===== src/nd_cpu_pkg.sv =====
// ==========================================================
// Core definitions: microword layout, opcode encoding,
// control-store and register file sizes
// ==========================================================
package nd_cpu_pkg;

  localparam int unsigned cs_depth  = 256;           // Control store words
  localparam int unsigned cs_aw     = 8;             // Micro address width
  localparam int unsigned mw_width  = 64;            // Microword width
  localparam int unsigned hw_width  = mw_width / 2;  // Host write half
  localparam int unsigned reg_count = 8;
  localparam int unsigned reg_aw    = 3;             // Register index width
  localparam int unsigned bus_width = 16;            // IDB and CD width

  // Microcode operations
  typedef enum logic [3:0] {
    op_nop = 4'h0,
    op_ldi = 4'h1,  // dst = imm
    op_add = 4'h2,
    op_sub = 4'h3,
    op_and = 4'h4,
    op_or  = 4'h5,
    op_xor = 4'h6,
    op_out = 4'h7,  // srca onto IDB
    op_brz = 4'h8,  // Branch to imm[7:0] on zero
    op_hlt = 4'h9
  } opcode_t;

  // Opcode sits in the low bits, spare bits on top
  typedef struct packed {
    logic [26:0]          spare;
    logic [cs_aw-1:0]     next;   // Default successor
    logic [bus_width-1:0] imm;
    logic [reg_aw-1:0]    srcb;
    logic [reg_aw-1:0]    srca;
    logic [reg_aw-1:0]    dst;
    opcode_t              opcode;
  } microword_t;

endpackage


===== src/cpu_out_stage.sv =====
// ==========================================================
// Output stage: CD bus register, test port mux, run LED
// ==========================================================
`timescale 1ns/1ps

module cpu_out_stage
  import nd_cpu_pkg::*;
(
  input  logic                 sysclk,
  input  logic                 rst_n,
  input  logic [bus_width-1:0] idb,
  input  logic                 out_valid,
  input  logic [cs_aw-1:0]     upc,
  input  logic                 zero,
  input  logic                 running,
  input  logic [2:0]           sel_testmux,
  output logic [bus_width-1:0] cd_out,
  output logic                 cd_valid,    // One pulse per value
  output logic [4:0]           test,
  output logic                 led
);

  always_ff @(posedge sysclk or negedge rst_n) begin
    if (!rst_n) begin
      cd_out   <= '0;
      cd_valid <= 1'b0;
      led      <= 1'b0;
    end else begin
      cd_valid <= out_valid;
      if (out_valid) cd_out <= idb;  // Holds last value between events
      led <= running;
    end
  end

  // Test port selection
  always_comb begin
    case (sel_testmux)
      3'd0:    test = upc[4:0];
      3'd1:    test = upc[7:3];
      3'd2:    test = {zero, running, 3'b000};
      3'd3:    test = cd_out[4:0];
      default: test = '0;
    endcase
  end

endmodule


===== config.mk =====
export PLATFORM = sky130hd
export DESIGN_NAME = cpu_out_stage
export DESIGN_NICKNAME = d
export VERILOG_FILES = /design/src/nd_cpu_pkg.sv /design/src/cpu_out_stage.sv
export SDC_FILE = /design/constraint.sdc
export NUM_CORES = 1
export LEC_CHECK = 0
export BUFFER_PORTS_ARGS = -buffer_cell sky130_fd_sc_hd__buf_4
export CORE_MARGIN = 2
export CORE_UTILIZATION = 36
export DETAILED_ROUTE_END_ITERATION = 12
export MAX_ROUTING_LAYER = met4
export PLACE_DENSITY = 0.76
export RECOVER_POWER = 50
export SETUP_SLACK_MARGIN = 0.05
export SYNTH_ARGS = -nofsm -noshare
export SYNTH_HDL_FRONTEND = slang
export SYNTH_SLANG_ARGS = --single-unit
export TNS_END_PERCENT = 30

===== constraint.sdc =====
create_clock -name sysclk -period 1 [get_ports sysclk]
set_input_delay 0.05 -clock sysclk [delete_from_list [all_inputs] [get_ports sysclk]]
set_output_delay 0.05 -clock sysclk [all_outputs]
set_load 0.02 [all_outputs]

== After elaboration in Yosys (flattened, before gate mapping) ==
Cells that the tools add are included.
Operators by class
  reductions and logical operators: 1
  bitwise logic cells: 0
  shift operators: 0
  order comparisons: 0
  multiplexer cells: 1
  equal/unequal tests: 3
  multiply operators: 0
  div/mod/pow operators: 0
  add/subtract/negate cells: 0
Operator list (number)
  $pmux 5 s4: 1
  $eq 3x2->1 const B: 2
  $eq 3x1->1 const B: 1
  $logic_not 3->1: 1
Word-level totals
  bits of input ports: 32
  memories kept: 0
  output and inout port bits: 23
  ROM bits: 0
  register bits: 18
  RAM bits: 0
  logic and storage cells: 8
  latch bits: 0

== Depth between registers and ports, before layout ==
Gate-level depths: netlist of run 1.
  depth after elaboration: 2
  mapped depth: 4
  depth with buffers taken out: 3

== Worst setup path before layout of run 1 ==
No wires, ideal clock.
  path type: reg-to-output
  start point: reg cd_out[0]
  end point: out test[0]
  buffers on the path: 0
  required time: 0.950 ns
  arrival time: 1.136 ns
  setup slack: -0.186 ns
  stages on the path, launching flop included: 3
  path through: dfrtp_1 -> mux2i_1 -> a211oi_1
On the way
  word-level cells in the longest chain between the ends: 1
RTL lines
  start: declaration: line cpu_out_stage.sv:17  | output logic [bus_width-1:0] cd_out,
  start signal: assignment: line cpu_out_stage.sv:30  | if (out_valid) cd_out <= idb;
  $pmux 5 s4: line cpu_out_stage.sv:37  | case (sel_testmux)
  end: declaration: line cpu_out_stage.sv:19  | output logic [4:0] test,
Every way passes these cells.

== Worst setup path after layout of run 1 ==
  start point: reg cd_out[4]
  end point: out test[4]
Same word-level chain as after synthesis.

==> results of run 1 <==
flip-flops by register name (all words and copies together) (netlist names):
name,flops
cd_out,16
cd_valid,1
led,1
layout make-up:
cell class | count | share of cell area, %
Multi-Input combinational cell | 29 | 22.4
Inverter | 1 | 0.250
Tap cell | 28 | 2.34
Clock buffer | 4 | 2.42
Timing Repair Buffer | 76 | 42.4
Sequential cell | 18 | 30.2
repair_timing:
item                                    CTS  global route
pin swaps                                 3             0
hold buffers                             19             0
resized for setup                         4             2
endpoints found under the setup margin    7            12
hold endpoints to repair                 36             0
power breakdown:
part | internal (W) | switching (W) | total (W)
Combinational | 0.000349 | 0.000252 | 0.000601
Sequential | 0.000798 | 0.0000409 | 0.000838
Clock | 0.000222 | 0.000228 | 0.000449
Total | 0.00137 | 0.000521 | 0.00189
logic make-up (layout without fill, tap and decap cells):
kind of cell / Yosys count / count (layout) / synth area share, %
multiplexers: 21 / 21 / 31.9
AND/OR/NAND/NOR: 2 / 2 / 3.44
AO/OA/AOI/OAI: 6 / 6 / 4.69
flip-flops: 18 / 18 / 56.2
buffers and inverters: 5 / 81 / 3.75
how the worst min path moves through the flow:
stage / startpoint / endpoint / slack [ns] / cells after the start
floorplan: rst_n / cd_out[0]$_DFFE_PN0P_ / -0.25 / 0
CTS: rst_n / cd_out[13]$_DFFE_PN0P_ / 0.14 / 2
finish: rst_n / cd_out[14]$_DFFE_PN0P_ / 0.23 / 2
global route: rst_n / cd_out[5]$_DFFE_PN0P_ / 0.26 / 2
detailed placement: rst_n / cd_out[9]$_DFFE_PN0P_ / -0.07 / 1
global placement: rst_n / cd_out[7]$_DFFE_PN0P_ / -0.07 / 1
placed cells by master, fill, tap and decap left out, drive strengths merged:
cell / instances
mux4: 2
inv: 1
nor2b: 2
dlygate4sd3: 19
mux2: 16
clkbuf: 9
a211oi: 3
dfrtp: 18
a21oi: 3
buf: 52
mux2i: 3
layer usage:
layer / GRT usage, % / routed length [um] / vias to the layer above
li1: - / - / 338
met1: 19.9 / 875 / 336
met2: 32.9 / 1040 / 46
met3: 3.22 / 179 / 2
met4: 8.11 / 10 / 0
met5: - / 0 / -
metrics by stage:
step	std cells	hold WS [ns]	TNS, ns
floorplan	52	-0.246	-0.259
detailed placement	133	-0.0688	-0.351
global placement	133	-0.0698	-0.310
CTS	156	0.138	-1.62
global route	156	0.262	-1.92
finish	156	0.234	-1.50
==> results.json, run 1 <==
{
  "cp_slowest_stage_delay_ns": 0.47,
  "grt_pass1_wl_mm": 3.38,
  "path_class": "reg -> out",
  "path_buf_inv": 1,
  "cts-root-buf": "clkbuf_4",
  "r2r-end": "cd_out[3]$_DFFE_PN0P_",
  "io_pins": 55,
  "power.density_mw_per_mm2": 1260,
  "post-route-util_pct": 69.8,
  "numCtsBuffers": 3,
  "async_flop_share_pct": 100,
  "detail_route.wirelength_mm": 2.11,
  "finalSetupViolations": 7,
  "drv_slew": 0,
  "dp_slack_ns": -0.180,
  "netlist_area_um2": 801,
  "dr.pass1.iters": 3,
  "fp-row-count": 17,
  "multiInputGateArea_um2": 335,
  "startpoint": "cd_out[4]$_DFFE_PN0P_",
  "clockBufferDepth": 2,
  "via_per_inst": 4.63,
  "crit_path_end": "test[4]",
  "seq_area_frac_synth_pct": 56.3,
  "finClkSkew_ns": 0,
  "synth_area_leaders": "dfrtp_1, mux2_2, mux4_2, mux2i_1, nor2b_4",
  "fin_crit_ns": 1.48,
  "synth-seq-cells": 18,
  "drc_errors": 0,
  "grt_usage_pct": 18.4,
  "cap_violations": 0,
  "grt_pass1_vias": 776,
  "yosysWarnings": 0,
  "regArea_um2": 453,
  "die_area_mm2": 0.00262,
  "cp_top_family": "multiplexers",
  "r2r_setup_slack_ns": 0.11,
  "start_kind": "flop",
  "detail-route-antenna-nets": 0,
  "slowest_stage": "mux4_2",
  "post_cts_buffers": 0,
  "die_x_um": 51.2,
  "status": "complete, but fails checks",
  "clock_latency_ns": 0.29,
  "min_path_type": "in -> async",
  "slew_headroom_pct": 70.9,
  "fmax_mhz": 676,
  "antenna_found_initial": 0,
  "cts_tree": "yes",
  "htree_levels": 1,
  "cp.arrival_ns": 1.43,
  "netlist_top_cells_count": "dfrtp_1, mux2_2",
  "synth_edf_count": 0,
  "vias": 722,
  "core_area_mm2": 0.00215,
  "worst_r2r_path_depth": 2,
  "peakVddDrop_mv": 1.04,
  "syn-num-nets": 84,
  "clk_pin_slew_ns": 0.10,
  "total_leakage_power_nw": 0.714,
  "cp_max_fo": 2,
  "finalInstanceArea_mm2": 0.00150,
  "r2r_start": "cd_out[3]$_DFFE_PN0P_",
  "grt_remaining_overflow": 0,
  "nets": 161,
  "wl_per_cell_um": 13.5,
  "start_util_pct": 37.3,
  "n_antenna_cell": 0,
  "path_cells": "mux4_2 -> nor2b_4 -> buf_6",
  "area_growth_pct": 87.2,
  "worst_slack_ns": -0.480,
  "violations": "setup timing",
  "yosys.area.top_type_share_pct": 56.3,
  "grt_max_degree": 19,
  "end_kind": "primary output",
  "post-route-period-util_pct": 148,
  "synth_ff_type": "dfrtp_1",
  "fillers": 164,
  "yosysMostFrequentCell": "dfrtp_1",
  "synth_cell_types": 10,
  "yosys.area.top_type": "dfrtp_1",
  "cp.depth": 3,
  "syn_area_per_cell_um2": 15.4,
  "synth_cells": 52,
  "cts.sinks": 18,
  "crit_required_ns": 0.95,
  "hold_viol": 0,
  "gp_congestion": 0.604,
  "power.total_w": 0.00189,
  "placed_cell_area_mm2": 0.00125,
  "drive_above_1_share_pct": 67.2,
  "drtIter0Drc": 4,
  "rsz0062_at_grt": "yes",
  "portBuffers": 54,
  "die_h_um": 51.2,
  "worstMarginPinSlew_ns": 0.436
}
(Power assumes the default switching activity.)
==> inputs of run 2 (changes only) <==
--- a/config.mk
+++ b/config.mk
@@ -6,7 +6,6 @@
 export NUM_CORES = 1
 export LEC_CHECK = 0
 export BUFFER_PORTS_ARGS = -buffer_cell sky130_fd_sc_hd__buf_4
-export CORE_MARGIN = 2
 export CORE_UTILIZATION = 36
 export DETAILED_ROUTE_END_ITERATION = 12
 export MAX_ROUTING_LAYER = met4
==> run 2 against run 1 <==
  * The flow still finishes with violations (setup timing)
  * Die area is 7.7% lower
  * First-iteration DRC count down 100%
  * Clock power down 23%
  * Maximum frequency grew 0.76%
  * Non-clock buffer count unchanged
  * Highest routed layer unchanged
==> results.json, run 2 (synthesis gave the netlist of run 1 again) <==
{
  "status": "complete, but fails checks",
  "violations": "setup timing",
  "power.total_w": 0.00178,
  "htree_levels": 1,
  "tns_ns": -1.56,
  "drtIter0Drc": 0,
  "die_area_mm2": 0.00242,
  "grt_remaining_overflow": 0,
  "portBuffers": 54,
  "worstMarginPinSlew_ns": 0.866,
  "detail_route.wirelength_mm": 2.10,
  "comb_power_share_pct": 33.8,
  "placed_cell_area_mm2": 0.00125,
  "cts-root-buf": "clkbuf_4",
  "grt_usage_pct": 19.5,
  "core_area_mm2": 0.00202,
  "layout_commonest_cell": "buf_4",
  "r2r-end": "cd_out[4]$_DFFE_PN0P_",
  "cts_tree": "yes",
  "whs_ns": 0.238,
  "numCtsBuffers": 3,
  "nets": 161,
  "die_x_um": 49.2,
  "grt_pass1_vias": 777,
  "antenna_found_initial": 0,
  "wl_per_cell_um": 13.6,
  "r2r_start": "cd_out[4]$_DFFE_PN0P_",
  "p_int_w": 0.00129,
  "finalSetupViolations": 6,
  "grt_pass1_wl_mm": 3.39,
  "path_class": "reg -> out",
  "r2r_setup_slack_ns": 0,
  "post-route-util_pct": 73.0,
  "post-route-period-util_pct": 147,
  "cts.sinks": 18,
  "n_antenna_cell": 0,
  "cap_violations": 0,
  "dr.pass1.iters": 1,
  "drc_errors": 0,
  "crit_required_ns": 0.95,
  "slew_headroom_pct": 42.3,
  "rsz0062_at_grt": "yes",
  "drv_slew": 0,
  "top_regs": "cd_out: 16 flops, cd_valid: 1 flops, led: 1 flops",
  "swShare_pct": 28.0,
  "dp_hpwl_mm": 1.37,
  "drive_above_1_share_pct": 66.9,
  "clock_latency_ns": 0.28,
  "clk_pin_slew_ns": 0.10,
  "vias": 733,
  "largest_reg_flops": 16,
  "via_per_inst": 4.76,
  "die_h_um": 49.2,
  "pwr-share-seq_pct": 46.8,
  "worst_slack_ns": -0.468,
  "min_path_type": "in -> async",
  "start_kind": "flop",
  "worst_r2r_path_depth": 3,
  "finClkSkew_ns": 0,
  "top_register": "cd_out",
  "clockBufferDepth": 2,
  "cp.arrival_ns": 1.42,
  "hold_viol": 0,
  "fmax_mhz": 681,
  "final_cell_mix": "buf_4, dlygate4sd3_1, mux2_2, dfrtp_1, buf_6",
  "finalInstanceArea_mm2": 0.00148,
  "start_util_pct": 39.6,
  "io_pins": 55,
  "gp_congestion": 0.705,
  "area_growth_pct": 84.4,
  "total_leakage_power_nw": 0.703,
  "grt_max_degree": 19,
  "power.density_mw_per_mm2": 1210,
  "power_frac_clock_pct": 19.3,
  "end_kind": "primary output",
  "detail-route-antenna-nets": 0,
  "power.switching_w": 0.000499,
  "fin_crit_ns": 1.47,
  "fp-row-count": 16,
  "cp_max_fo": 2,
  "peakVddDrop_mv": 0.945
}
## run 2: cell count changes in the layout (fill, tap and decap cells not counted)
cell | previous run | this run
clkbuf_2 | 2 | 1
buf_6 | 6 | 5
buf_4 | 46 | 50
dlygate4sd3_1 | 19 | 18
clkbuf_4 | 6 | 4
clkbuf_1 | 0 | 1
clkbuf_8 | 1 | 0
## run 2: worst max path at each step
stage                          startpoint  endpoint  slack, ns  cells after the start
global route        cd_out[4]$_DFFE_PN0P_   test[4]      -0.51                      3
CTS                 cd_out[3]$_DFFE_PN0P_   test[3]      -0.48                      3
finish              cd_out[4]$_DFFE_PN0P_   test[4]      -0.47                      3
floorplan           cd_out[3]$_DFFE_PN0P_   test[3]      -0.10                      2
global placement    cd_out[3]$_DFFE_PN0P_   test[3]      -0.16                      3
detailed placement  cd_out[3]$_DFFE_PN0P_   test[3]      -0.17                      3
## run 2: routing by layer
metal / vias up / part of all wire, % / track usage (%)
met4: 0 / 0.33 / 7.35
li1: 341 / - / -
met2: 42 / 55 / 36.3
met1: 348 / 37 / 19.7
met3: 2 / 7.6 / 4.05
met5: - / 0 / -
## run 2: layout make-up
cell class	count	area [um2]
inverters	1	3.75
clock buffers	3	22.5
repair buffers	76	628
well taps	27	33.8
fillers	142	546
multi-input cells	29	335
flip-flops and latches	18	453
## run 2: critical path: stages, from the launching register on
cell	delay, ns
dfrtp_2	0.41
mux4_2	0.46
nor2b_4	0.14
buf_6	0.12
## run 2: timing repair
item                                   in CTS  in global routing
setup endpoints to repair                   7                 10
pin swaps                                   3                  0
resized for setup                           4                  1
hold buffers                               17                  1
endpoints found under the hold margin      34                  1
gates cloned                                0                  0
buffers inserted                            0                  1
## run 2: power by group through the flow
stage / Clock, W / Sequential [W] / Combinational, W
after floorplan: 0 / 0.000935 / 0.000168
after global placement: 0 / 0.000846 / 0.000519
after detailed placement: 0 / 0.000850 / 0.000529
after CTS: 0.000363 / 0.000836 / 0.000594
after global routing: 0.000393 / 0.000847 / 0.000639
final: 0.000345 / 0.000836 / 0.000604
## run 2: stage by stage
step                std cells  setup slack, ns
floorplan                  52           -0.103
global route              154           -0.509
global placement          132           -0.157
finish                    154           -0.468
detailed placement        132           -0.169
CTS                       152           -0.476
