`config.mk`:
```
export PLATFORM = sky130hd
export DESIGN_NAME = micro_seq_flat
export DESIGN_NICKNAME = d
export VERILOG_FILES = /design/src/nd_cpu_pkg.sv /design/src/cs_if.sv /design/src/micro_seq.sv /design/src/flat_wrapper.sv
export SDC_FILE = /design/constraint.sdc
export NUM_CORES = 1
export LEC_CHECK = 0
export BUFFER_PORTS_ARGS = -buffer_cell sky130_fd_sc_hd__buf_2
export CORE_UTILIZATION = 35
export DETAILED_ROUTE_END_ITERATION = 8
export GPL_ROUTABILITY_DRIVEN = 1
export GPL_TIMING_DRIVEN = 0
export SYNTH_ARGS = -nofsm -noshare
export SYNTH_HDL_FRONTEND = slang
export SYNTH_SLANG_ARGS = --single-unit
```
`constraint.sdc`:
```
create_clock -name sysclk -period 3.9 [get_ports sysclk]
set_input_delay 0.39 -clock sysclk [delete_from_list [all_inputs] [get_ports sysclk]]
set_output_delay 0.39 -clock sysclk [all_outputs]
set_load 0.01 [all_outputs]
```
`src/nd_cpu_pkg.sv`:
```
// ==========================================================
// Core definitions: microword layout, opcode encoding,
// control-store and register file sizes
// ==========================================================
package nd_cpu_pkg;

  localparam int unsigned cs_depth  = 256;           // Control store words
  localparam int unsigned cs_aw     = 8;             // Micro address width
  localparam int unsigned mw_width  = 64;            // Microword width
  localparam int unsigned hw_width  = mw_width / 2;  // Host write half
  localparam int unsigned reg_count = 8;
  localparam int unsigned reg_aw    = 3;             // Register index width
  localparam int unsigned bus_width = 16;            // IDB and CD width

  // Microcode operations
  typedef enum logic [3:0] {
    op_nop = 4'h0,
    op_ldi = 4'h1,  // dst = imm
    op_add = 4'h2,
    op_sub = 4'h3,
    op_and = 4'h4,
    op_or  = 4'h5,
    op_xor = 4'h6,
    op_out = 4'h7,  // srca onto IDB
    op_brz = 4'h8,  // Branch to imm[7:0] on zero
    op_hlt = 4'h9
  } opcode_t;

  // Opcode sits in the low bits, spare bits on top
  typedef struct packed {
    logic [26:0]          spare;
    logic [cs_aw-1:0]     next;   // Default successor
    logic [bus_width-1:0] imm;
    logic [reg_aw-1:0]    srcb;
    logic [reg_aw-1:0]    srca;
    logic [reg_aw-1:0]    dst;
    opcode_t              opcode;
  } microword_t;

endpackage

```
`src/cs_if.sv`:
```
// ==========================================================
// Control store access bundle for host port and sequencer
// ==========================================================
`timescale 1ns/1ps

interface cs_if
  import nd_cpu_pkg::*;
();

  // Host side, only while the sequencer is stopped
  logic [cs_aw-1:0]    host_addr;
  logic [hw_width-1:0] host_wdata;
  logic                host_we;
  logic                host_hi;    // Upper half select
  logic                host_re;

  // Sequencer fetch
  logic [cs_aw-1:0]    seq_addr;
  logic                seq_re;

  microword_t          rdata;      // Valid the cycle after a read

  modport host  (output host_addr, host_wdata, host_we, host_hi, host_re, input rdata);
  modport seq   (output seq_addr, seq_re, input rdata);
  modport store (input host_addr, host_wdata, host_we, host_hi, host_re,
                 input seq_addr, seq_re, output rdata);

endinterface

```
`src/micro_seq.sv`:
```
// ==========================================================
// Microsequencer: fetch/execute FSM, register file, ALU,
// zero flag, branch and halt
// ==========================================================
`timescale 1ns/1ps

module micro_seq
  import nd_cpu_pkg::*;
(
  input  logic                 sysclk,
  input  logic                 rst_n,
  input  logic                 start,
  cs_if.seq                    cs,
  output logic [bus_width-1:0] seq_idb,    // IDB driver, zero when idle
  output logic                 out_valid,
  output logic [cs_aw-1:0]     upc,
  output logic                 running,
  output logic                 halted,
  output logic                 zero
);

  typedef enum logic [1:0] {st_idle, st_fetch, st_exec} state_t;

  state_t               state;
  microword_t           mw;
  logic [bus_width-1:0] rf [reg_count];
  logic [bus_width-1:0] opa;
  logic [bus_width-1:0] opb;
  logic [bus_width-1:0] res;      // ALU result
  logic                 wr_en;    // Op writes dst and zero
  logic                 take_br;

  assign mw      = cs.rdata;      // Word fetched last cycle
  assign opa     = rf[mw.srca];
  assign opb     = rf[mw.srcb];
  assign take_br = (mw.opcode == op_brz) & zero;

  assign cs.seq_addr = upc;
  assign cs.seq_re   = (state == st_fetch);

  always_comb begin
    res   = '0;
    wr_en = 1'b1;
    case (mw.opcode)
      op_ldi:  res = mw.imm;
      op_add:  res = opa + opb;
      op_sub:  res = opa - opb;
      op_and:  res = opa & opb;
      op_or:   res = opa | opb;
      op_xor:  res = opa ^ opb;
      default: wr_en = 1'b0;  // nop, out, brz, hlt
    endcase
  end

  always_ff @(posedge sysclk or negedge rst_n) begin
    if (!rst_n) begin
      state     <= st_idle;
      upc       <= '0;
      running   <= 1'b0;
      halted    <= 1'b0;
      zero      <= 1'b0;
      out_valid <= 1'b0;
      seq_idb   <= '0;
    end else begin
      out_valid <= 1'b0;
      seq_idb   <= '0;  // Bus released by default
      if (start) begin
        state   <= st_fetch;  // Restart at word 0
        upc     <= '0;
        running <= 1'b1;
        halted  <= 1'b0;
        zero    <= 1'b0;
      end else begin
        case (state)
          st_fetch: state <= st_exec;
          st_exec: begin
            if (mw.opcode == op_hlt) begin
              state   <= st_idle;  // upc stays on the halt word
              running <= 1'b0;
              halted  <= 1'b1;
            end else begin
              state <= st_fetch;
              upc   <= take_br ? mw.imm[cs_aw-1:0] : mw.next;
            end
            if (wr_en) zero <= (res == '0);
            if (mw.opcode == op_out) begin
              seq_idb   <= opa;
              out_valid <= 1'b1;
            end
          end
          default: state <= st_idle;
        endcase
      end
    end
  end

  // Register file, cleared on start
  always_ff @(posedge sysclk) begin
    if (start) begin
      for (int i = 0; i < int'(reg_count); i++) begin
        rf[i] <= '0;
      end
    end else if ((state == st_exec) && wr_en) begin
      rf[mw.dst] <= res;
    end
  end

endmodule

```
`src/flat_wrapper.sv`:
```
// flat-port wrapper written by rule: the top's interface ports become plain ports
module micro_seq_flat import nd_cpu_pkg::*;
  (sysclk, rst_n, start, seq_idb, out_valid, upc, running, halted, zero, cs_seq_addr, cs_seq_re, cs_rdata);
  cs_if cs_i ();
  input  logic sysclk;
  input  logic rst_n;
  input  logic start;
  output logic [bus_width-1:0] seq_idb;
  output logic out_valid;
  output logic [cs_aw-1:0] upc;
  output logic running;
  output logic halted;
  output logic zero;
  output wire logic [$bits(cs_i.seq_addr)-1:0] cs_seq_addr;
  output wire logic [$bits(cs_i.seq_re)-1:0] cs_seq_re;
  input wire logic [$bits(cs_i.rdata)-1:0] cs_rdata;
  assign cs_seq_addr = cs_i.seq_addr;
  assign cs_seq_re = cs_i.seq_re;
  assign cs_i.rdata = cs_rdata;
  micro_seq u_core (.sysclk(sysclk), .rst_n(rst_n), .start(start), .cs(cs_i), .seq_idb(seq_idb), .out_valid(out_valid), .upc(upc), .running(running), .halted(halted), .zero(zero));
endmodule
```
Yosys cells after proc, flatten, opt, wreduce, memory -nomap -nowiden
Memory sizes are Yosys's and may differ from the RTL's.
Cells that the tools add are included.
- flip-flop bits (word level): 30
- RAM bits: 128
- bits of input ports: 67
- output and inout bits: 37
- logic and storage cells: 68
- memories: 1
- add/subtract/negate cells: 2
- eq/ne operators: 12
- muxes and demuxes: 32
- bitwise operators: 4
- reduce and logical (&&, ||, !) cells: 10
- memories (memory ; words ; width ; read ports ; clocked after Yosys merged registers in ; write ports ; RTL line ; text):
    u_core.rf ; 8 ; 16 ; 2 ; 0 ; 8 ; micro_seq.sv:26 ; logic [bus_width-1:0] rf [reg_count];
- operator list (operator ; number):
    $pmux W16 S6 ; 1
    $mux W16 ; 4
    $mux W8 ; 4
    $mux W1 ; 20
    $add A16 B16 Y16 ; 1
    $and A16 B16 Y16 ; 1
    $eq A4 B3 Y1 const B ; 4
    $logic_not A16 Y1 ; 1
    $or A16 B16 Y16 ; 1
    $reduce_or A16 Y1 ; 1
    $sub A16 B16 Y16 ; 1
    $xor A16 B16 Y16 ; 1
    $eq A4 B2 Y1 const B ; 2
    $eq A4 B4 Y1 const B ; 2
    $reduce_and A2 Y1 ; 3
    $reduce_bool A2 Y1 ; 3
    $reduce_or A6 Y1 ; 1
    $eq A4 B1 Y1 const B ; 1
    $pmux W2 S2 ; 1
    $mux W3 ; 1
    $eq A2 B1 Y1 const B ; 1
    $eq A2 B2 Y1 const B ; 1
    $mux W2 ; 1
    $ne A2 B2 Y1 const B ; 1
    other kinds (2) ; 2

Logic depth before layout (Yosys ltp)
Gate-level depths: netlist of run 1.
- depth after elaboration: 9
- depth in mapped cells: 23
- depth with buffers taken out: 18

Worst setup path before layout of run 1
Ideal clock, no wire load.
- path kind: input to register
- start: input port cs_rdata[11]
- end: register u_core.zero
- setup time: 0.064 ns
- arrival: 4.644 ns
- data required time: 3.836 ns
- slack: -0.809 ns
- stages on the path: 18
- path buffers: 2
- cell sequence: buf_6 buf_2 mux4_2 mux2i_1 ha_1 nand2_1 nor2_1 nor2_1 xnor2_1 ha_1 a2111oi_0 a211oi_1 nor2b_1 nor4b_1 or3_1 a21oi_1 and4_1 a21bo_1
- longest elaborated chain between the ends: 7
- elaborated cells on any way between the ends: 11
- classes of those cells: add/sub: 2; mux: 4; bitwise: 3; reduce/logical: 1; memory: 1
- RTL lines (element ; RTL line ; text):
    start, declared ; flat_wrapper.sv:16 ; input wire logic [$bits(cs_i.rdata)-1:0] cs_rdata;
    $mem_v2 Z8 W16 * ; - ;
    $sub A16 B16 Y16, or another cell as far along ; micro_seq.sv:47 ; op_sub: res = opa - opb;
    $pmux W16 S6 * ; micro_seq.sv:44 ; case (mw.opcode)
    $logic_not A16 Y1 * ; micro_seq.sv:85 ; if (wr_en) zero <= (res == '0);
    $mux W1 * ; micro_seq.sv:85 ;
    $mux W1 * ; micro_seq.sv:74 ; case (state)
    $mux W1 * ; micro_seq.sv:67 ; if (start) begin
    end signal, assigned ; micro_seq.sv:85 ;
    end, declared ; micro_seq.sv:19 ; output logic zero
Mark *: on every way between the ends. The rest lies on a longest branch, timed or not. The select of a mux whose other input is x is not followed.
A chain may end at the register's enable or synchronous reset.

==> metrics.txt, run 1 <==
Yosys reg bits=158; Top delay family on crit path=simple AND/OR/NAND/NOR gates; worst-margin pin slew=1.13 ns; sequential share of the synthesized area=0.466; failing checks=hold timing, setup timing; final core utilization=0.448; clk buf depth=2; port buffer count=69; min-delay worst type=input pin to async pin; DRT Pass-1 Iters=5; main flop type after synthesis=edfxtp_1; Post-synth EDFFs=128; detailed-route DRC error count=0; Crit Path Max Fanout=5; overall power=4.98 mW; Vias/cell=5.46; CP Capture Type=register; total gr overflow=0; total core area=27800 um2; Initial Util=0.355; Mapped Nets=973; static leakage=4.95 nW; Vias=7547; Fmax=235 MHz; Sink Count=158; largest net degree at the start of global routing=31; peak supply drop=282 uV; Cell Count, Final, Fillers Out=1382; most common cell after layout, fill and taps aside=nor2_1; placed inst area=10900 um2; ys async rst share=0.190; Final GP Congestion=0.873; max incr delay on CP=0.50 ns; final hold slack=-0.00657 ns; DR WL/cell=22.0 um; total CTS buffers=17; area of the mapped netlist=9870 um2; Buf/Inv on CP=1; Final HPWL DP=20.7 mm; Avg Cell Area, Syn=11.5 um2; period utilization=1.09; most frequent cells in the layout=nor2_1, edfxtp_1, buf_2; share of layout cells above drive strength 1=0.336; met2 routed WL=15.4 mm; number of fill cells=2578; Synthesis Warnings=0; Fin. Hold Viols=11; CP max-delay cell=mux4_2; Initial DRC Count=858; worst relative slew slack=0.245; GRT Total Usage=0.213; Post-Synthesis Cells=855; unrepaired setup endpoints after global routing=yes; top routing layer in use=met4; clock skew=0.00791 ns; vias in the first global route=7488; ordered cell list for the critical path=mux4_2, mux2i_4, buf_6, nand3_4, or3_4, o21ai_2, xnor2_1, ha_2, nand2_2, a211oi_4, o2111ai_1, and3_4, and4b_1, and4_1, and4_4, a21bo_1; met3 wire length=1.97 mm; crit start category=register; worst reg2reg path startpoint=u_core.rf[3][0]; max-slew violation count=0; Arr. time, crit path=4.58 ns; Design Area, Final=12500 um2; first-pass GRT wire length=44.9 mm; number of setup violations in the final report=40; Tmin final=4.25 ns; clk root buf=clkbuf_16; Setup TNS=-6.62 ns; met1 wire length=12.4 mm; Die Wd=170 um; r2r endpoint=u_core.zero; Max Cap Viol=0; R2R setup slack=-0.35 ns; # IOs=104; row count=61; clock latency on the worst-skew pair=0.44 ns; cell total after placement=1302; run status=finished, violations left; die height=170 um; initial antenna violation count=0; fin worst setup slack=-0.348 ns; worst path required time=4.23 ns; total wire length=30.4 mm; CTS tree=done; Die Area=28900 um2; Post-DRT Antenna Nets=0; H-tree levels=4; final net count=1109; P&R area growth vs syn=26.3%; Setup CP Type=register to register; PwrDens=400 nW/um2; CTS clk-pin slew, worst paths=0.07 ns; # diodes=0; reg2reg path depth=16; Netlist cell types=69
[cell families after synthesis]
logic type / Yosys count / share of synthesized area
buffers and inverters: 92 / 0.0417
muxes: 110 / 0.181
xor gates and xnor gates: 22 / 0.0203
and+or+nand+nor: 300 / 0.139
adders and majority gates: 51 / 0.0654
AOI/OAI and AO/OA: 122 / 0.0869
DFF: 158 / 0.466
[per-layer routing]
| metal | GRT usage | up-vias |
|---|---|---|
| met5 | 0 | - |
| met4 | 0.0826 | 0 |
| met3 | 0.0342 | 50 |
| met2 | 0.364 | 326 |
| met1 | 0.271 | 3745 |
| li1 | - | 3426 |
[metrics by stage]
stage / hold WS, ns / worst slack [ns]
floorplan: 0.0944 / -0.178
global placement: 0.464 / -1.74
detailed placement: 0.470 / -1.75
CTS: 0.0314 / -0.320
global route: 0.0529 / -0.453
finish: -0.00657 / -0.348
[worst max path at each step]
stage / from / end / slack [ns] / depth (start not counted)
2_1_floorplan: cs_rdata[11] / u_core.zero / -0.18 / 21
6_report: u_core.rf[3][0] / u_core.zero / -0.35 / 16
4_1_cts: u_core.rf[3][0] / u_core.zero / -0.32 / 18
3_5_place_dp: cs_rdata[8] / u_core.zero / -1.75 / 15
3_3_place_gp: cs_rdata[8] / u_core.zero / -1.74 / 15
5_1_grt: u_core.rf[3][0] / u_core.zero / -0.45 / 16
[what timing repair did]
action / 4_1_cts / 5_1_grt
hold buffers: 0 / 0
endpoints found under the setup margin: 113 / 78
setup buffers: 26 / 26
hold endpoints to repair: 0 / 0
gates resized for setup: 78 / 66
gates cloned: 0 / 0
pin swaps: 33 / 44
[area by class of cell]
type	instances	area, um2	share of cell area
clock inverter	14	134	0.0107
timing repair buffer	118	832	0.0668
sequential	158	4590	0.369
buffer	51	330	0.0265
inverter	40	150	0.0121
multi-input combinational	605	5510	0.443
tap	378	473	0.0380
clock buffer	18	429	0.0345
[worst reg2reg max path: cells and delay by family (launching register included)]
family	cells	cell delay, ns
compound gates	4	0.79
simple gates	7	1.50
xor+xnor	1	0.11
fa+ha+maj	1	0.41
mux	2	0.76
flops	1	0.42
buf+inv	1	0.15
[cells in the mapped netlist (4+ instances only)]
master / n / area [um2]
a21oi_1: 25 / 125
mux2i_1: 43 / 430
buf_4: 10 / 75.1
nand2b_1: 4 / 25.0
nor2b_1: 14 / 87.6
o211ai_1: 10 / 75.1
mux2_1: 4 / 45.0
inv_1: 38 / 143
a211oi_1: 6 / 45.0
ha_1: 50 / 626
nor3b_1: 4 / 30.0
buf_2: 5 / 25.0
nand2_1: 55 / 206
or3b_2: 4 / 35.0
mux4_2: 47 / 1060
dfrtp_1: 30 / 751
nor2_1: 166 / 623
and3_1: 6 / 37.5
xnor2_1: 20 / 175
edfxtp_1: 128 / 3840
and2_1: 4 / 25.0
nand3_1: 9 / 45.0
mux2_2: 10 / 113
a22oi_1: 18 / 135
o21a_1: 4 / 30.0
clkbuf_1: 29 / 109
buf_1: 5 / 18.8
o21ai_0: 26 / 130
nor3_1: 12 / 60.1
mux4_1: 4 / 105
a31oi_1: 4 / 25.0
[state kept, by name, indices dropped and copies added (netlist names)]
register / count
u_core.running: 1
u_core.seq_idb: 16
u_core.cs.seq_addr: 8
u_core.out_valid: 1
u_core.halted: 1
u_core.rf: 128
u_core.state: 2
u_core.zero: 1
[power breakdown]
group	internal, mW	leakage (nW)	switching, mW	total (mW)
clock network	0.891	0.273	0.746	1.64
registers	1.88	1.73	0.0325	1.91
logic	0.640	2.95	0.791	1.43
total	3.41	4.95	1.57	4.98
No activity file was read; power rests on OpenSTA's default activity.
==> run 2: changes to the inputs <==
Settings changed: CTS_CLUSTER_SIZE set to 20, SKIP_CTS_REPAIR_TIMING set to 1.
Clock period 3.9 ns to 4 ns, I/O delays scaled along.
==> run 2 against run 1 <==
Effect of this change:
- the flow still finishes with violations (hold timing, setup timing)
- clock power down 4%
- routed wire length is 2.2% lower
- non-clock buffer count down 7
- global-route usage down 0.56 points
- cell area decreased by 2.0%
- total power decreased by 5.0%
- clock-buffer cell count decreased by 1
- register-to-register slack got worse by 0.07 ns
- utilization down 0.91 points
- combinational power is 9.8% lower
- largest power group unchanged
==> metrics.txt, run 2 (synthesized netlist as in run 1, its figures left out) <==
run status=finished, violations left; failing checks=hold timing, setup timing; total core area=27800 um2; r2r endpoint=u_core.zero; Initial Util=0.355; clock skew=0.0123 ns; most common cell after layout, fill and taps aside=nor2_1; Fmax=227 MHz; Final HPWL DP=20.9 mm; final core utilization=0.439; # diodes=0; Buf/Inv on CP=3; Tmin final=4.41 ns; CTS tree=done; worst-margin pin slew=1.05 ns; peak supply drop=318 uV; clock latency on the worst-skew pair=0.44 ns; ordered cell list for the critical path=mux4_2, mux2i_4, ha_2, nand2_2, nor2_4, buf_4, nor2_4, xnor2_2, ha_4, o211a_1, a211oi_4, buf_6, a211oi_4, o2111ai_1, and3_4, buf_8, and4b_1, and4_1, and4_4, a21bo_1; fin worst setup slack=-0.414 ns; total wire length=29.8 mm; max incr delay on CP=0.52 ns; number of setup violations in the final report=36; CP Capture Type=register; worst reg2reg path startpoint=u_core.rf[4][0]; total gr overflow=0; row count=61; # IOs=104; Max Cap Viol=0; final net count=1102; CTS clk-pin slew, worst paths=0.07 ns; die height=170 um; largest net degree at the start of global routing=31; reg2reg path depth=20; initial antenna violation count=0; P&R area growth vs syn=23.7%; CP max-delay cell=mux4_2; H-tree levels=4; GRT Total Usage=0.208; Fin. Hold Viols=3; Top delay family on crit path=simple AND/OR/NAND/NOR gates; Post-DRT Antenna Nets=0; share of layout cells above drive strength 1=0.317; most frequent cells in the layout=nor2_1, edfxtp_1, buf_2; Largest Register=u_core.rf; port buffer count=69; total CTS buffers=17; first-pass GRT wire length=43.8 mm; clk buf depth=2; clk root buf=clkbuf_16; Setup CP Type=register to register; R2R setup slack=-0.41 ns; Largest register FFs=128; Sink Count=158; DRT Pass-1 Iters=5; detailed-route DRC error count=0; Final GP Congestion=0.858; min-delay worst type=input pin to async pin; unrepaired setup endpoints after global routing=yes; worst path required time=4.33 ns; vias in the first global route=7290; Vias=7525; overall power=4.73 mW; period utilization=1.10; Die Wd=170 um; Vias/cell=5.48; crit start category=register; Crit Path Max Fanout=6; DR WL/cell=21.7 um; Initial DRC Count=806; Die Area=28900 um2; static leakage=4.87 nW; final hold slack=-0.000153 ns; max-slew violation count=0; worst relative slew slack=0.299; PwrDens=387 nW/um2; Arr. time, crit path=4.74 ns
-- run 2: changes by cell type in the layout (fill, tap and decap cells not counted), sizes merged --
cell / before / now
clkinv: 6 / 4
clkinvlp: 2 / 3
buf: 140 / 129
inv: 45 / 46
clkdlybuf4s15: 1 / 0
clkbuf: 46 / 50
-- run 2: area by class of cell --
cell class | instances | area [um2]
Buffer | 52 | 337
Clock buffer | 17 | 425
Clock inverter | 14 | 133
Fill cell | 2609 | 15600
Inverter | 40 | 150
Multi-Input combinational cell | 605 | 5360
Sequential cell | 158 | 4590
Tap cell | 378 | 473
Timing Repair Buffer | 110 | 732
-- run 2: worst max path at each step --
stage / startpoint / end / slack (ns) / cells past startpoint
CTS: cs_rdata[8] / u_core.zero / -1.20 / 16
floorplan: cs_rdata[11] / u_core.zero / -0.09 / 21
global placement: cs_rdata[8] / u_core.zero / -1.63 / 16
detailed placement: cs_rdata[8] / u_core.zero / -1.62 / 16
global route: u_core.rf[4][0] / u_core.zero / -0.53 / 20
finish: u_core.rf[4][0] / u_core.zero / -0.41 / 20
-- run 2: report_power, final --
group	total (mW)	leakage (nW)	internal [mW]	switching, mW
registers	1.86	1.73	1.83	0.0316
logic	1.29	2.87	0.570	0.719
clock network	1.58	0.264	0.863	0.713
-- run 2: layer usage --
metal,global-route usage,up-vias,part of all wire
met5,0,-,0
met4,0.0646,0,0.020
met3,0.0295,43,0.066
met2,0.360,308,0.50
met1,0.267,3770,0.41
li1,-,3404,-
-- run 2: through the flow --
stage               cells  hold WS (ns)  TNS (ns)  setup slack, ns  area [um2]
floorplan             855         0.104   -0.0880          -0.0880       10000
CTS                  1333        0.0379    -53.96            -1.20       11400
finish               1374     -0.000153     -8.10           -0.414       12200
global route         1374        0.0792    -15.02           -0.532       12200
global placement     1302         0.469   -103.23            -1.63       10900
detailed placement   1302         0.470   -105.39            -1.62       10900
