**src/nd_apb_pkg.sv**
```systemverilog
// ==========================================================
// Host port definitions: APB widths, address map and
// register bit positions
// ==========================================================
package nd_apb_pkg;

  localparam int unsigned apb_aw = 12;  // Byte address width
  localparam int unsigned apb_dw = 32;

  // Control store window, two 32-bit halves per word
  localparam logic [apb_aw-1:0] cs_base = 12'h000;
  localparam logic [apb_aw-1:0] cs_last = 12'h7FF;
  localparam int unsigned cs_idx_lsb    = 3;  // Word index is paddr[10:3]
  localparam int unsigned cs_hi_bit     = 2;  // 1 = upper half

  // Run control, write 1 to start at micro address 0
  localparam logic [apb_aw-1:0] ctrl_addr = 12'h800;
  localparam int unsigned ctrl_run_bit    = 0;

  // Status, read only
  //   [7:0] upc, [8] running, [9] halted
  localparam logic [apb_aw-1:0] stat_addr = 12'h804;

endpackage

```
**src/nd_cpu_pkg.sv**
```systemverilog
// ==========================================================
// Core definitions: microword layout, opcode encoding,
// control-store and register file sizes
// ==========================================================
package nd_cpu_pkg;

  localparam int unsigned cs_depth  = 256;           // Control store words
  localparam int unsigned cs_aw     = 8;             // Micro address width
  localparam int unsigned mw_width  = 64;            // Microword width
  localparam int unsigned hw_width  = mw_width / 2;  // Host write half
  localparam int unsigned reg_count = 8;
  localparam int unsigned reg_aw    = 3;             // Register index width
  localparam int unsigned bus_width = 16;            // IDB and CD width

  // Microcode operations
  typedef enum logic [3:0] {
    op_nop = 4'h0,
    op_ldi = 4'h1,  // dst = imm
    op_add = 4'h2,
    op_sub = 4'h3,
    op_and = 4'h4,
    op_or  = 4'h5,
    op_xor = 4'h6,
    op_out = 4'h7,  // srca onto IDB
    op_brz = 4'h8,  // Branch to imm[7:0] on zero
    op_hlt = 4'h9
  } opcode_t;

  // Opcode sits in the low bits, spare bits on top
  typedef struct packed {
    logic [26:0]          spare;
    logic [cs_aw-1:0]     next;   // Default successor
    logic [bus_width-1:0] imm;
    logic [reg_aw-1:0]    srcb;
    logic [reg_aw-1:0]    srca;
    logic [reg_aw-1:0]    dst;
    opcode_t              opcode;
  } microword_t;

endpackage

```
**src/cs_if.sv**
```systemverilog
// ==========================================================
// Control store access bundle for host port and sequencer
// ==========================================================
`timescale 1ns/1ps

interface cs_if
  import nd_cpu_pkg::*;
();

  // Host side, only while the sequencer is stopped
  logic [cs_aw-1:0]    host_addr;
  logic [hw_width-1:0] host_wdata;
  logic                host_we;
  logic                host_hi;    // Upper half select
  logic                host_re;

  // Sequencer fetch
  logic [cs_aw-1:0]    seq_addr;
  logic                seq_re;

  microword_t          rdata;      // Valid the cycle after a read

  modport host  (output host_addr, host_wdata, host_we, host_hi, host_re, input rdata);
  modport seq   (output seq_addr, seq_re, input rdata);
  modport store (input host_addr, host_wdata, host_we, host_hi, host_re,
                 input seq_addr, seq_re, output rdata);

endinterface

```
**src/wcs_apb_port.sv**
```systemverilog
// ==========================================================
// APB slave for control store load and readback, run control
// and status registers
// ==========================================================
`timescale 1ns/1ps

module wcs_apb_port
  import nd_cpu_pkg::*;
  import nd_apb_pkg::*;
(
  input  logic              sysclk,
  input  logic              rst_n,
  input  logic [apb_aw-1:0] paddr,
  input  logic              psel,
  input  logic              penable,
  input  logic              pwrite,
  input  logic [apb_dw-1:0] pwdata,
  output logic [apb_dw-1:0] prdata,
  output logic              pready,
  output logic              pslverr,
  input  logic [cs_aw-1:0]  upc,
  input  logic              running,
  input  logic              halted,
  output logic              start,   // One cycle, from a run write
  cs_if.host                cs
);

  logic access;   // APB access phase
  logic is_cs;
  logic is_ctrl;
  logic is_stat;
  logic bad;      // Completes with error, no effect
  logic cs_rd;
  logic rd_wait;  // Store read issued, data next cycle
  logic run_q;

  assign access  = psel & penable;
  assign is_cs   = (paddr >= cs_base) && (paddr <= cs_last);
  assign is_ctrl = (paddr == ctrl_addr);
  assign is_stat = (paddr == stat_addr);
  assign bad     = is_cs ? running : !(is_ctrl | is_stat);  // Store locked while running
  assign cs_rd   = access & is_cs & !pwrite & !bad;

  // Store request, word index and half from the byte address
  assign cs.host_addr  = paddr[cs_idx_lsb +: cs_aw];
  assign cs.host_hi    = paddr[cs_hi_bit];
  assign cs.host_wdata = pwdata;
  assign cs.host_we    = access & pwrite & is_cs & !bad;
  assign cs.host_re    = cs_rd & !rd_wait;  // First access cycle only

  assign pready  = !(cs_rd & !rd_wait);  // One wait state on store reads
  assign pslverr = access & bad;
  assign start   = access & pwrite & is_ctrl & pwdata[ctrl_run_bit];

  always_ff @(posedge sysclk or negedge rst_n) begin
    if (!rst_n) begin
      rd_wait <= 1'b0;
      run_q   <= 1'b0;
    end else begin
      rd_wait <= cs.host_re;
      if (access & pwrite & is_ctrl) begin
        run_q <= pwdata[ctrl_run_bit];
      end else if (halted) begin
        run_q <= 1'b0;  // Dropped once the program stops
      end
    end
  end

  // Read mux
  always_comb begin
    prdata = '0;
    if (is_stat) begin
      prdata = {{(apb_dw - cs_aw - 2){1'b0}}, halted, running, upc};
    end else if (is_ctrl) begin
      prdata[ctrl_run_bit] = run_q;
    end else if (is_cs) begin
      prdata = paddr[cs_hi_bit] ? cs.rdata[mw_width-1:hw_width] : cs.rdata[hw_width-1:0];
    end
  end

endmodule
```
**src/flat_wrapper.sv**
```systemverilog
// flat-port wrapper written by rule: the top's interface ports become plain ports
module wcs_apb_port_flat import nd_cpu_pkg::*; import nd_apb_pkg::*;
  (sysclk, rst_n, paddr, psel, penable, pwrite, pwdata, prdata, pready, pslverr, upc, running, halted, start, cs_host_addr, cs_host_wdata, cs_host_we, cs_host_hi, cs_host_re, cs_rdata);
  cs_if cs_i ();
  input  logic sysclk;
  input  logic rst_n;
  input  logic [apb_aw-1:0] paddr;
  input  logic psel;
  input  logic penable;
  input  logic pwrite;
  input  logic [apb_dw-1:0] pwdata;
  output logic [apb_dw-1:0] prdata;
  output logic pready;
  output logic pslverr;
  input  logic [cs_aw-1:0] upc;
  input  logic running;
  input  logic halted;
  output logic start;
  output wire logic [$bits(cs_i.host_addr)-1:0] cs_host_addr;
  output wire logic [$bits(cs_i.host_wdata)-1:0] cs_host_wdata;
  output wire logic [$bits(cs_i.host_we)-1:0] cs_host_we;
  output wire logic [$bits(cs_i.host_hi)-1:0] cs_host_hi;
  output wire logic [$bits(cs_i.host_re)-1:0] cs_host_re;
  input wire logic [$bits(cs_i.rdata)-1:0] cs_rdata;
  assign cs_host_addr = cs_i.host_addr;
  assign cs_host_wdata = cs_i.host_wdata;
  assign cs_host_we = cs_i.host_we;
  assign cs_host_hi = cs_i.host_hi;
  assign cs_host_re = cs_i.host_re;
  assign cs_i.rdata = cs_rdata;
  wcs_apb_port u_core (.sysclk(sysclk), .rst_n(rst_n), .paddr(paddr), .psel(psel), .penable(penable), .pwrite(pwrite), .pwdata(pwdata), .prdata(prdata), .pready(pready), .pslverr(pslverr), .upc(upc), .running(running), .halted(halted), .start(start), .cs(cs_i));
endmodule
```
**config.mk**
```make
export PLATFORM = sky130hd
export DESIGN_NAME = wcs_apb_port_flat
export DESIGN_NICKNAME = d
export VERILOG_FILES = /design/src/nd_apb_pkg.sv /design/src/nd_cpu_pkg.sv /design/src/cs_if.sv /design/src/wcs_apb_port.sv /design/src/flat_wrapper.sv
export SDC_FILE = /design/constraint.sdc
export NUM_CORES = 1
export LEC_CHECK = 0
export BUFFER_PORTS_ARGS = -buffer_cell sky130_fd_sc_hd__buf_2
export CORE_AREA = 2 2 77 79
export CTS_CLUSTER_SIZE = 16
export DETAILED_ROUTE_END_ITERATION = 12
export DIE_AREA = 0 0 79 81
export PLACE_DENSITY = 0.67
export SLEW_MARGIN = 10
export SYNTH_ARGS = -nofsm -noshare
export SYNTH_HDL_FRONTEND = slang
export SYNTH_SLANG_ARGS = --single-unit
```
**constraint.sdc**
```tcl
create_clock -name sysclk -period 0.9 [get_ports sysclk]
set_input_delay 0.09 -clock sysclk [delete_from_list [all_inputs] [get_ports sysclk]]
set_output_delay 0.09 -clock sysclk [all_outputs]
set_load 0.01 [all_outputs]
```
==> After elaboration in Yosys (flattened, before gate mapping) <==
Cells that the tools add are included.
{ "word_totals": {"reg_bits": 2, "latch_bits": 0, "ramBits": 0, "romBits": 0, "inputBits": 123, "output_inout_bits": 78, "elab_cells": 33, "mem_count": 0} }
{ "op_classes": {"n_addsub": 0, "multipliers": 0, "div_mod_pow": 0, "n_lt_le_gt_ge": 2, "eq_ne": 2, "shift": 0, "n_mux": 8, "n_bitwise": 12, "reduce_logical": 7} }
{ "ops": {"columns": ["cell", "count"], "rows": [
  ["2-to-1 mux 32 bit", 3],
  ["2-to-1 mux 31 bit", 1],
  ["equality test 12 bit, second input constant", 2],
  ["greater-or-equal comparator 12 x 1 -> 1 bit, second input constant", 1],
  ["less-or-equal comparator 12 x 11 -> 1 bit, second input constant", 1],
  ["AND 1 bit", 11],
  ["logical NOT 1 bit", 5],
  ["2-to-1 mux 1 bit", 4],
  ["nonzero test 2 bit", 1],
  ["logical AND 1 bit", 1],
  ["OR 1 bit", 1]
]} }

==> Depth between registers and ports, before layout <==
Gate-level depths: netlist of the first run.
{ "logic_depth": {"depth_word": 8, "ltp_mapped": 5, "ltp_nobuf": 3} }

==> Least setup slack after synthesis of the first run <==
OpenSTA, ideal clock, no wires.
{ "synth_path": {"path_kind": "input to output", "start": "input port paddr[11]", "end": "output port prdata[1]", "arrival_ps": 907, "t_required_ps": 810, "path_slack_ps": -97, "cell_stages": 5, "path_buffers": 2, "cell_sequence": "buf_4 -> nor4b_4 -> and4_1 -> buf_4 -> o2bb2ai_1"} }
{ "synth_via": {"elab_chain_len": 5, "elab_cells_between_ends": 8, "classes_between": "order compare (2); eq/ne (2); mux (3); reduce/logical (1)"} }
{ "synth_lines": {"columns": ["element", "line_no", "source"], "rows": [
  ["from (decl)", "flat_wrapper.sv:7", "input logic [apb_aw-1:0] paddr;"],
  ["greater-or-equal comparator 12 x 1 -> 1 bit / less-or-equal comparator 12 x 11 -> 1 bit (equally long branches)", "wcs_apb_port.sv:38", "assign is_cs = (paddr >= cs_base) && (paddr <= cs_last);"],
  ["logical AND 1 bit", "wcs_apb_port.sv:38", null],
  ["2-to-1 mux 32 bit", "wcs_apb_port.sv:76", "end else if (is_cs) begin"],
  ["2-to-1 mux 31 bit", "wcs_apb_port.sv:74", "end else if (is_ctrl) begin"],
  ["2-to-1 mux 32 bit *", "wcs_apb_port.sv:72", "if (is_stat) begin"],
  ["to (decl)", "flat_wrapper.sv:12", "output logic [apb_dw-1:0] prdata;"]
]} }
Mark *: on every way between the ends. The rest lies on a longest branch, timed or not.

==> Final worst setup path of the first run <==
{ "layout_path": {"start": "input port paddr[0]", "end": "output port prdata[3]"} }
Same word-level chain as after synthesis.

==> results.sh, run 1 <==
export IMPL_hpwl_um=2920
export IMPL_mostFrequentLayoutCells="buf_2, mux2i_1, nor2_1"
export IMPL_insertion_delay_ns=0.21
export IMPL_clk_path_buf_depth=2
export IMPL_drv_slew=0
export IMPL_syn_inst=135
export IMPL_cts_root_buf="clkbuf_8"
export IMPL_start_util=0.1841
export IMPL_hold_viol_final=0
export IMPL_synth_nets=258
export IMPL_critPathMaxFanout=4
export IMPL_grt_max_degree=24
export IMPL_die_width_um=79
export IMPL_final_common_cell="buf_2"
export IMPL_vias_per_cell=4.110
export IMPL_antenna_found_initial=0
export IMPL_slew_headroom=0.8054
export IMPL_first_pass_iters=3
export IMPL_rows=28
export IMPL_drt_total_wl_um=4088
export IMPL_io_pins=201
export IMPL_drive_above_1_share=0.7530
export IMPL_post_route_worst_setup_slack_ns=-0.3726
export IMPL_period_needed_ns=1.273
export IMPL_clk_pin_slew_ns=0.03
export IMPL_irDropWorstVdd_uv=755.7
export IMPL_ys_ff_latch=2
export IMPL_die_area_um2=6399
export IMPL_ant_nets=0
export IMPL_syn_area_per_cell_um2=7.739
export IMPL_overflow=0
export IMPL_gp_congestion=0.6733
export IMPL_end_kind="output pin"
export IMPL_diodes=0
export IMPL_syn_cell_area_um2=1045
export IMPL_cts_sinks=2
export IMPL_wl_per_cell_um=12.54
export IMPL_drt_iter0_drc=14
export IMPL_crit_type="in2out"
export IMPL_fin_hold_ws_ns=0.1705
export IMPL_portBuffers=138
export IMPL_skew_ns=0
export IMPL_core_area_um2=5675
export IMPL_violations="negative setup slack"
export IMPL_grt_pass1_wl_um=5444
export IMPL_fin_util=0.3657
export IMPL_worst_slew_pin_slew_ns=0.2838
export IMPL_leakagePower_nw=1.164
export IMPL_crit_arrival_ns=1.18
export IMPL_h_tree_depth=1
export IMPL_fmax_ghz=0.7858
export IMPL_status="finished with violations"
export IMPL_grt_pass1_vias=1163
export IMPL_grt_use_total=0.1057
export IMPL_crit_required_ns=0.81
export IMPL_crit_path_start_kind="input port"
export IMPL_drc_errors=0
export IMPL_hold_class="in2reg"
export IMPL_syn_to_final_growth_pct=98.68
export IMPL_vias=1340
export IMPL_cts_tree="done"
export IMPL_synth_distinct_cells=22
export IMPL_yosys_warnings=0
export IMPL_rsz0062_at_grt="yes"
export IMPL_drv_cap=0
export IMPL_die_h_um=81
export IMPL_finalCritPeriodShare=1.414
export IMPL_fin_nets=376
export IMPL_synth_seq_area_share=0.04790
export IMPL_numCtsBuffers=3
export IMPL_power_density_nw_per_um2=614.7
export IMPL_finalSetupViolCount=28
==> synth_stat cells <==
| library cell | number | area, um^2 |
|---|---|---|
| and3_1 | 2 | 12.51 |
| and4_1 | 1 | 8.760 |
| and4b_1 | 1 | 10.01 |
| buf_2 | 3 | 15.01 |
| buf_4 | 43 | 322.8 |
| buf_6 | 1 | 11.26 |
| clkbuf_1 | 3 | 11.26 |
| dfrtp_1 | 2 | 50.05 |
| inv_1 | 1 | 3.750 |
| mux2_1 | 1 | 11.26 |
| mux2_2 | 1 | 11.26 |
| mux2i_1 | 32 | 320.3 |
| nand2_1 | 1 | 3.750 |
| nand3_1 | 1 | 5.000 |
| nand4_1 | 1 | 6.260 |
| nor2_1 | 24 | 90.09 |
| nor2b_1 | 1 | 6.260 |
| nor3_1 | 3 | 15.01 |
| nor4_2 | 1 | 12.51 |
| nor4b_4 | 1 | 23.77 |
| o2bb2ai_1 | 10 | 87.58 |
| or3_1 | 1 | 6.260 |
==> state kept, by name, indices dropped and copies added (netlist names) <==
signal / cells
u_core.rd_wait: 1
u_core.run_q: 1
==> per-stage QoR <==
step / std cells / setup TNS, ns / power, mW / setup WS (ns) / area, um^2
6_report: 326 / -4.911 / 1.276 / -0.3726 / 2076
5_1_grt: 326 / -6.506 / 1.368 / -0.4224 / 2076
4_1_cts: 321 / -4.729 / 1.239 / -0.3837 / 1917
3_5_place_dp: 314 / -7.338 / 0.7946 / -0.4113 / 1709
3_3_place_gp: 314 / -6.776 / 0.7830 / -0.4060 / 1709
2_1_floorplan: 135 / -0.6664 / 0.5766 / -0.07132 / 1155
==> cell families (layout without fill, tap and decap cells) <==
family | after synthesis | in the layout | share of synthesized area
compound gates | 10 | 10 | 0.08383
buf+inv | 51 | 167 | 0.3485
flops | 2 | 2 | 0.04791
mux | 34 | 34 | 0.3281
simple gates | 38 | 38 | 0.1916
==> power by group <==
| group | leakage (nW) | internal [mW] | switching [mW] | total, mW |
|---|---|---|---|---|
| registers | 0.0278 | 0.0914 | 0.000572 | 0.0920 |
| clock network | 0.0216 | 0.283 | 0.0717 | 0.355 |
| logic | 1.11 | 0.470 | 0.359 | 0.829 |
| total | 1.16 | 0.845 | 0.431 | 1.28 |
==> critical path: stages <==
cell	delay (ns)
buf_6	0.10
nor4b_4	0.31
and4_4	0.31
clkbuf_16	0.15
o2bb2ai_2	0.09
buf_2	0.13
==> path summary, 6_finish.rpt <==
check,endpoint,cells past startpoint,slack (ns),start
min reg2reg,u_core.rd_wait,2,0.54,u_core.rd_wait
min,u_core.run_q,2,0.17,pwdata[0]
max,prdata[3],6,-0.37,paddr[0]
min in group asynchronous,u_core.rd_wait,2,0.20,rst_n
max reg2reg,u_core.run_q,2,0.04,u_core.run_q
max in group asynchronous,u_core.run_q,2,0.61,rst_n
==> layout make-up <==
cell class                      count  area, um^2
Fill cell                         581        3600
Timing Repair Buffer              163        1101
Multi-Input combinational cell     82       785.8
Tap cell                           75       93.84
Sequential cell                     2       50.05
Clock buffer                        3       41.29
Inverter                            1       3.754
==> timing repair <==
action / 4_1_cts / 5_1_grt
setup endpoints to repair: 38 / 23
endpoints found under the hold margin: 2 / 0
pin swaps: 6 / 8
resized for setup: 25 / 10
buffers inserted: 2 / 2
hold buffers: 1 / 0
gates cloned: 1 / 3
==> metal layers <==
layer	track usage	wire length, um	vias up
li1	-	-	666
met3	0.01667	357	10
met2	0.1907	2033	79
met1	0.1270	1629	585
met4	0.03793	68	0
met5	0	0	-
(Power assumes the default switching activity.)
==> run 2: changes to the inputs <==
--- a/config.mk
+++ b/config.mk
@@ -5,12 +5,13 @@
 export SDC_FILE = /design/constraint.sdc
 export NUM_CORES = 1
 export LEC_CHECK = 0
-export BUFFER_PORTS_ARGS = -buffer_cell sky130_fd_sc_hd__buf_2
+export BUFFER_PORTS_ARGS = -buffer_cell sky130_fd_sc_hd__buf_4
 export CORE_AREA = 2 2 77 79
 export CTS_CLUSTER_SIZE = 16
 export DETAILED_ROUTE_END_ITERATION = 12
 export DIE_AREA = 0 0 79 81
 export PLACE_DENSITY = 0.67
+export SKIP_LAST_GASP = 1
 export SLEW_MARGIN = 10
 export SYNTH_ARGS = -nofsm -noshare
 export SYNTH_HDL_FRONTEND = slang
==> run 2 against run 1 <==
Effect of this change: the flow still finishes with violations (negative setup slack); wire length is 3.0% higher; clock-buffer cell count stayed put; cell count increased by 1.5%; final area increased by 15%; total power up 12%; critical path type unchanged.
==> results.sh, run 2 (synthesis gave the netlist of run 1 again) <==
export IMPL_crit_required_ns=0.81
export IMPL_post_route_worst_setup_slack_ns=-0.3790
export IMPL_start_util=0.1841
export IMPL_rows=28
export IMPL_drv_cap=0
export IMPL_antenna_found_initial=0
export IMPL_slew_headroom=0.8122
export IMPL_period_needed_ns=1.279
export IMPL_diodes=0
export IMPL_finalSetupViolCount=31
export IMPL_vias_per_cell=4.151
export IMPL_violations="negative setup slack"
export IMPL_hold_viol_final=0
export IMPL_power_density_nw_per_um2=599.3
export IMPL_grt_max_degree=21
export IMPL_layout_cells_non_filler=331
export IMPL_fin_nets=381
export IMPL_mostFrequentLayoutCells="buf_4, mux2i_1, nor2_1"
export IMPL_fmax_ghz=0.7819
export IMPL_clk_pin_slew_ns=0.03
export IMPL_cp_slowest_cell="nor4b_4"
export IMPL_overflow=0
export IMPL_clk_path_buf_depth=2
export IMPL_cts_root_buf="clkbuf_8"
export IMPL_place_inst=318
export IMPL_min_to="u_core.run_q"
export IMPL_timing_rr_start="u_core.run_q"
export IMPL_portBuffers=138
export IMPL_h_tree_depth=1
export IMPL_grt_pass1_wl_um=5934
export IMPL_drt_total_wl_um=4210
export IMPL_multiInputGateArea_um2=764.5
export IMPL_holdCritStartpoint="pwdata[0]"
export IMPL_die_width_um=79
export IMPL_skew_ns=0
export IMPL_crit_type="in2out"
export IMPL_drt_iter0_drc=17
export IMPL_die_area_um2=6399
export IMPL_numCtsBuffers=3
export IMPL_reg2reg_slack_ns=0.05
export IMPL_finalCritPeriodShare=1.421
export IMPL_gp_congestion=0.6331
export IMPL_slowest_delay_ns=0.32
export IMPL_core_area_um2=5675
export IMPL_cts_sinks=2
export IMPL_cts_tree="done"
export IMPL_crit_path_start_kind="input port"
export IMPL_vias=1374
export IMPL_end_kind="output pin"
export IMPL_worst_slew_pin_slew_ns=0.2739
export IMPL_reg2reg_to="u_core.run_q"
export IMPL_design_area_um2=2377
export IMPL_reg2reg_depth=2
export IMPL_grt_use_total=0.1153
export IMPL_regArea_um2=50.05
export IMPL_hold_path_depth=2
export IMPL_irDropWorstVdd_uv=1195
export IMPL_insertion_delay_ns=0.21
export IMPL_wl_per_cell_um=12.72
export IMPL_crit_arrival_ns=1.19
export IMPL_final_common_cell="buf_4"
export IMPL_io_pins=201
export IMPL_cp_cell_sequence="buf_6 > nor4b_4 > and4_4 > clkbuf_16 > o2bb2ai_2 > buf_4"
export IMPL_first_pass_iters=4
export IMPL_status="finished with violations"
export IMPL_place_area_um2=2110
export IMPL_reg_top3="u_core.rd_wait (1), u_core.run_q (1)"
export IMPL_drc_errors=0
export IMPL_hold_class="in2reg"
export IMPL_critPathMaxFanout=4
export IMPL_syn_to_final_growth_pct=127.5
export IMPL_drv_slew=0
export IMPL_finalSetupTns_ns=-4.935
export IMPL_fillCellCount=601
export IMPL_rsz0062_at_grt="yes"
export IMPL_ant_nets=0
export IMPL_fin_hold_ws_ns=0.1427
export IMPL_grt_pass1_vias=1288
export IMPL_leakagePower_nw=1.266
export IMPL_die_h_um=81
export IMPL_power_total_mw=1.425
export IMPL_hpwl_um=3282
export IMPL_drive_above_1_share=0.7500
-- run 2: timing repair --
| item | CTS | global route |
|---|---|---|
| pin swaps | 5 | 10 |
| endpoints found under the setup margin | 38 | 23 |
| hold buffers | 1 | 0 |
| endpoints found under the hold margin | 2 | 0 |
| cloned | 2 | 1 |
| setup buffers | 2 | 6 |
| gates resized for setup | 20 | 9 |
-- run 2: how the worst max path moves through the flow --
stage | slack, ns | startpoint | end | depth (start not counted)
after floorplan | -0.07 | paddr[2] | u_core.run_q | 4
after global placement | -0.40 | paddr[0] | prdata[2] | 6
after detailed placement | -0.41 | paddr[0] | prdata[2] | 6
after CTS | -0.41 | paddr[0] | prdata[2] | 6
after global routing | -0.45 | paddr[1] | prdata[3] | 6
final | -0.38 | paddr[1] | prdata[3] | 6
-- run 2: critical path: cells and delay by family --
| kind | cells | cell delay [ns] |
|---|---|---|
| and+or+nand+nor | 2 | 0.62 |
| AOI/OAI and AO/OA | 1 | 0.10 |
| buffers and inverters | 3 | 0.37 |
-- run 2: report_power, final --
| part | total [mW] | switching [mW] | internal, mW | leakage [nW] |
|---|---|---|---|---|
| combinational | 0.987 | 0.360 | 0.627 | 1.22 |
| sequential | 0.0921 | 0.000681 | 0.0914 | 0.0278 |
| clock | 0.345 | 0.0631 | 0.282 | 0.0216 |
| total | 1.42 | 0.424 | 1.00 | 1.27 |
-- run 2: through the flow --
step           utilization  setup slack (ns)
3_5_place_dp        0.3717           -0.4074
4_1_cts             0.4061           -0.4073
3_3_place_gp        0.3717           -0.3993
5_1_grt             0.4189           -0.4509
6_report            0.4189           -0.3790
2_1_floorplan            -          -0.07132
-- run 2: metal layers --
metal | up-vias | routed length [um] | global-route usage
met5 | - | 0 | 0
met3 | 10 | 436 | 0.03000
met2 | 81 | 2166 | 0.2042
met4 | 0 | 74 | 0.03793
met1 | 612 | 1533 | 0.1356
li1 | 671 | - | -
-- run 2: layout make-up --
cell class,instances,area share
clock buffer,3,0.01737
timing repair buffer,168,0.5989
multi-input combinational,82,0.3216
tap,75,0.03947
sequential,2,0.02105
inverter,1,0.001579
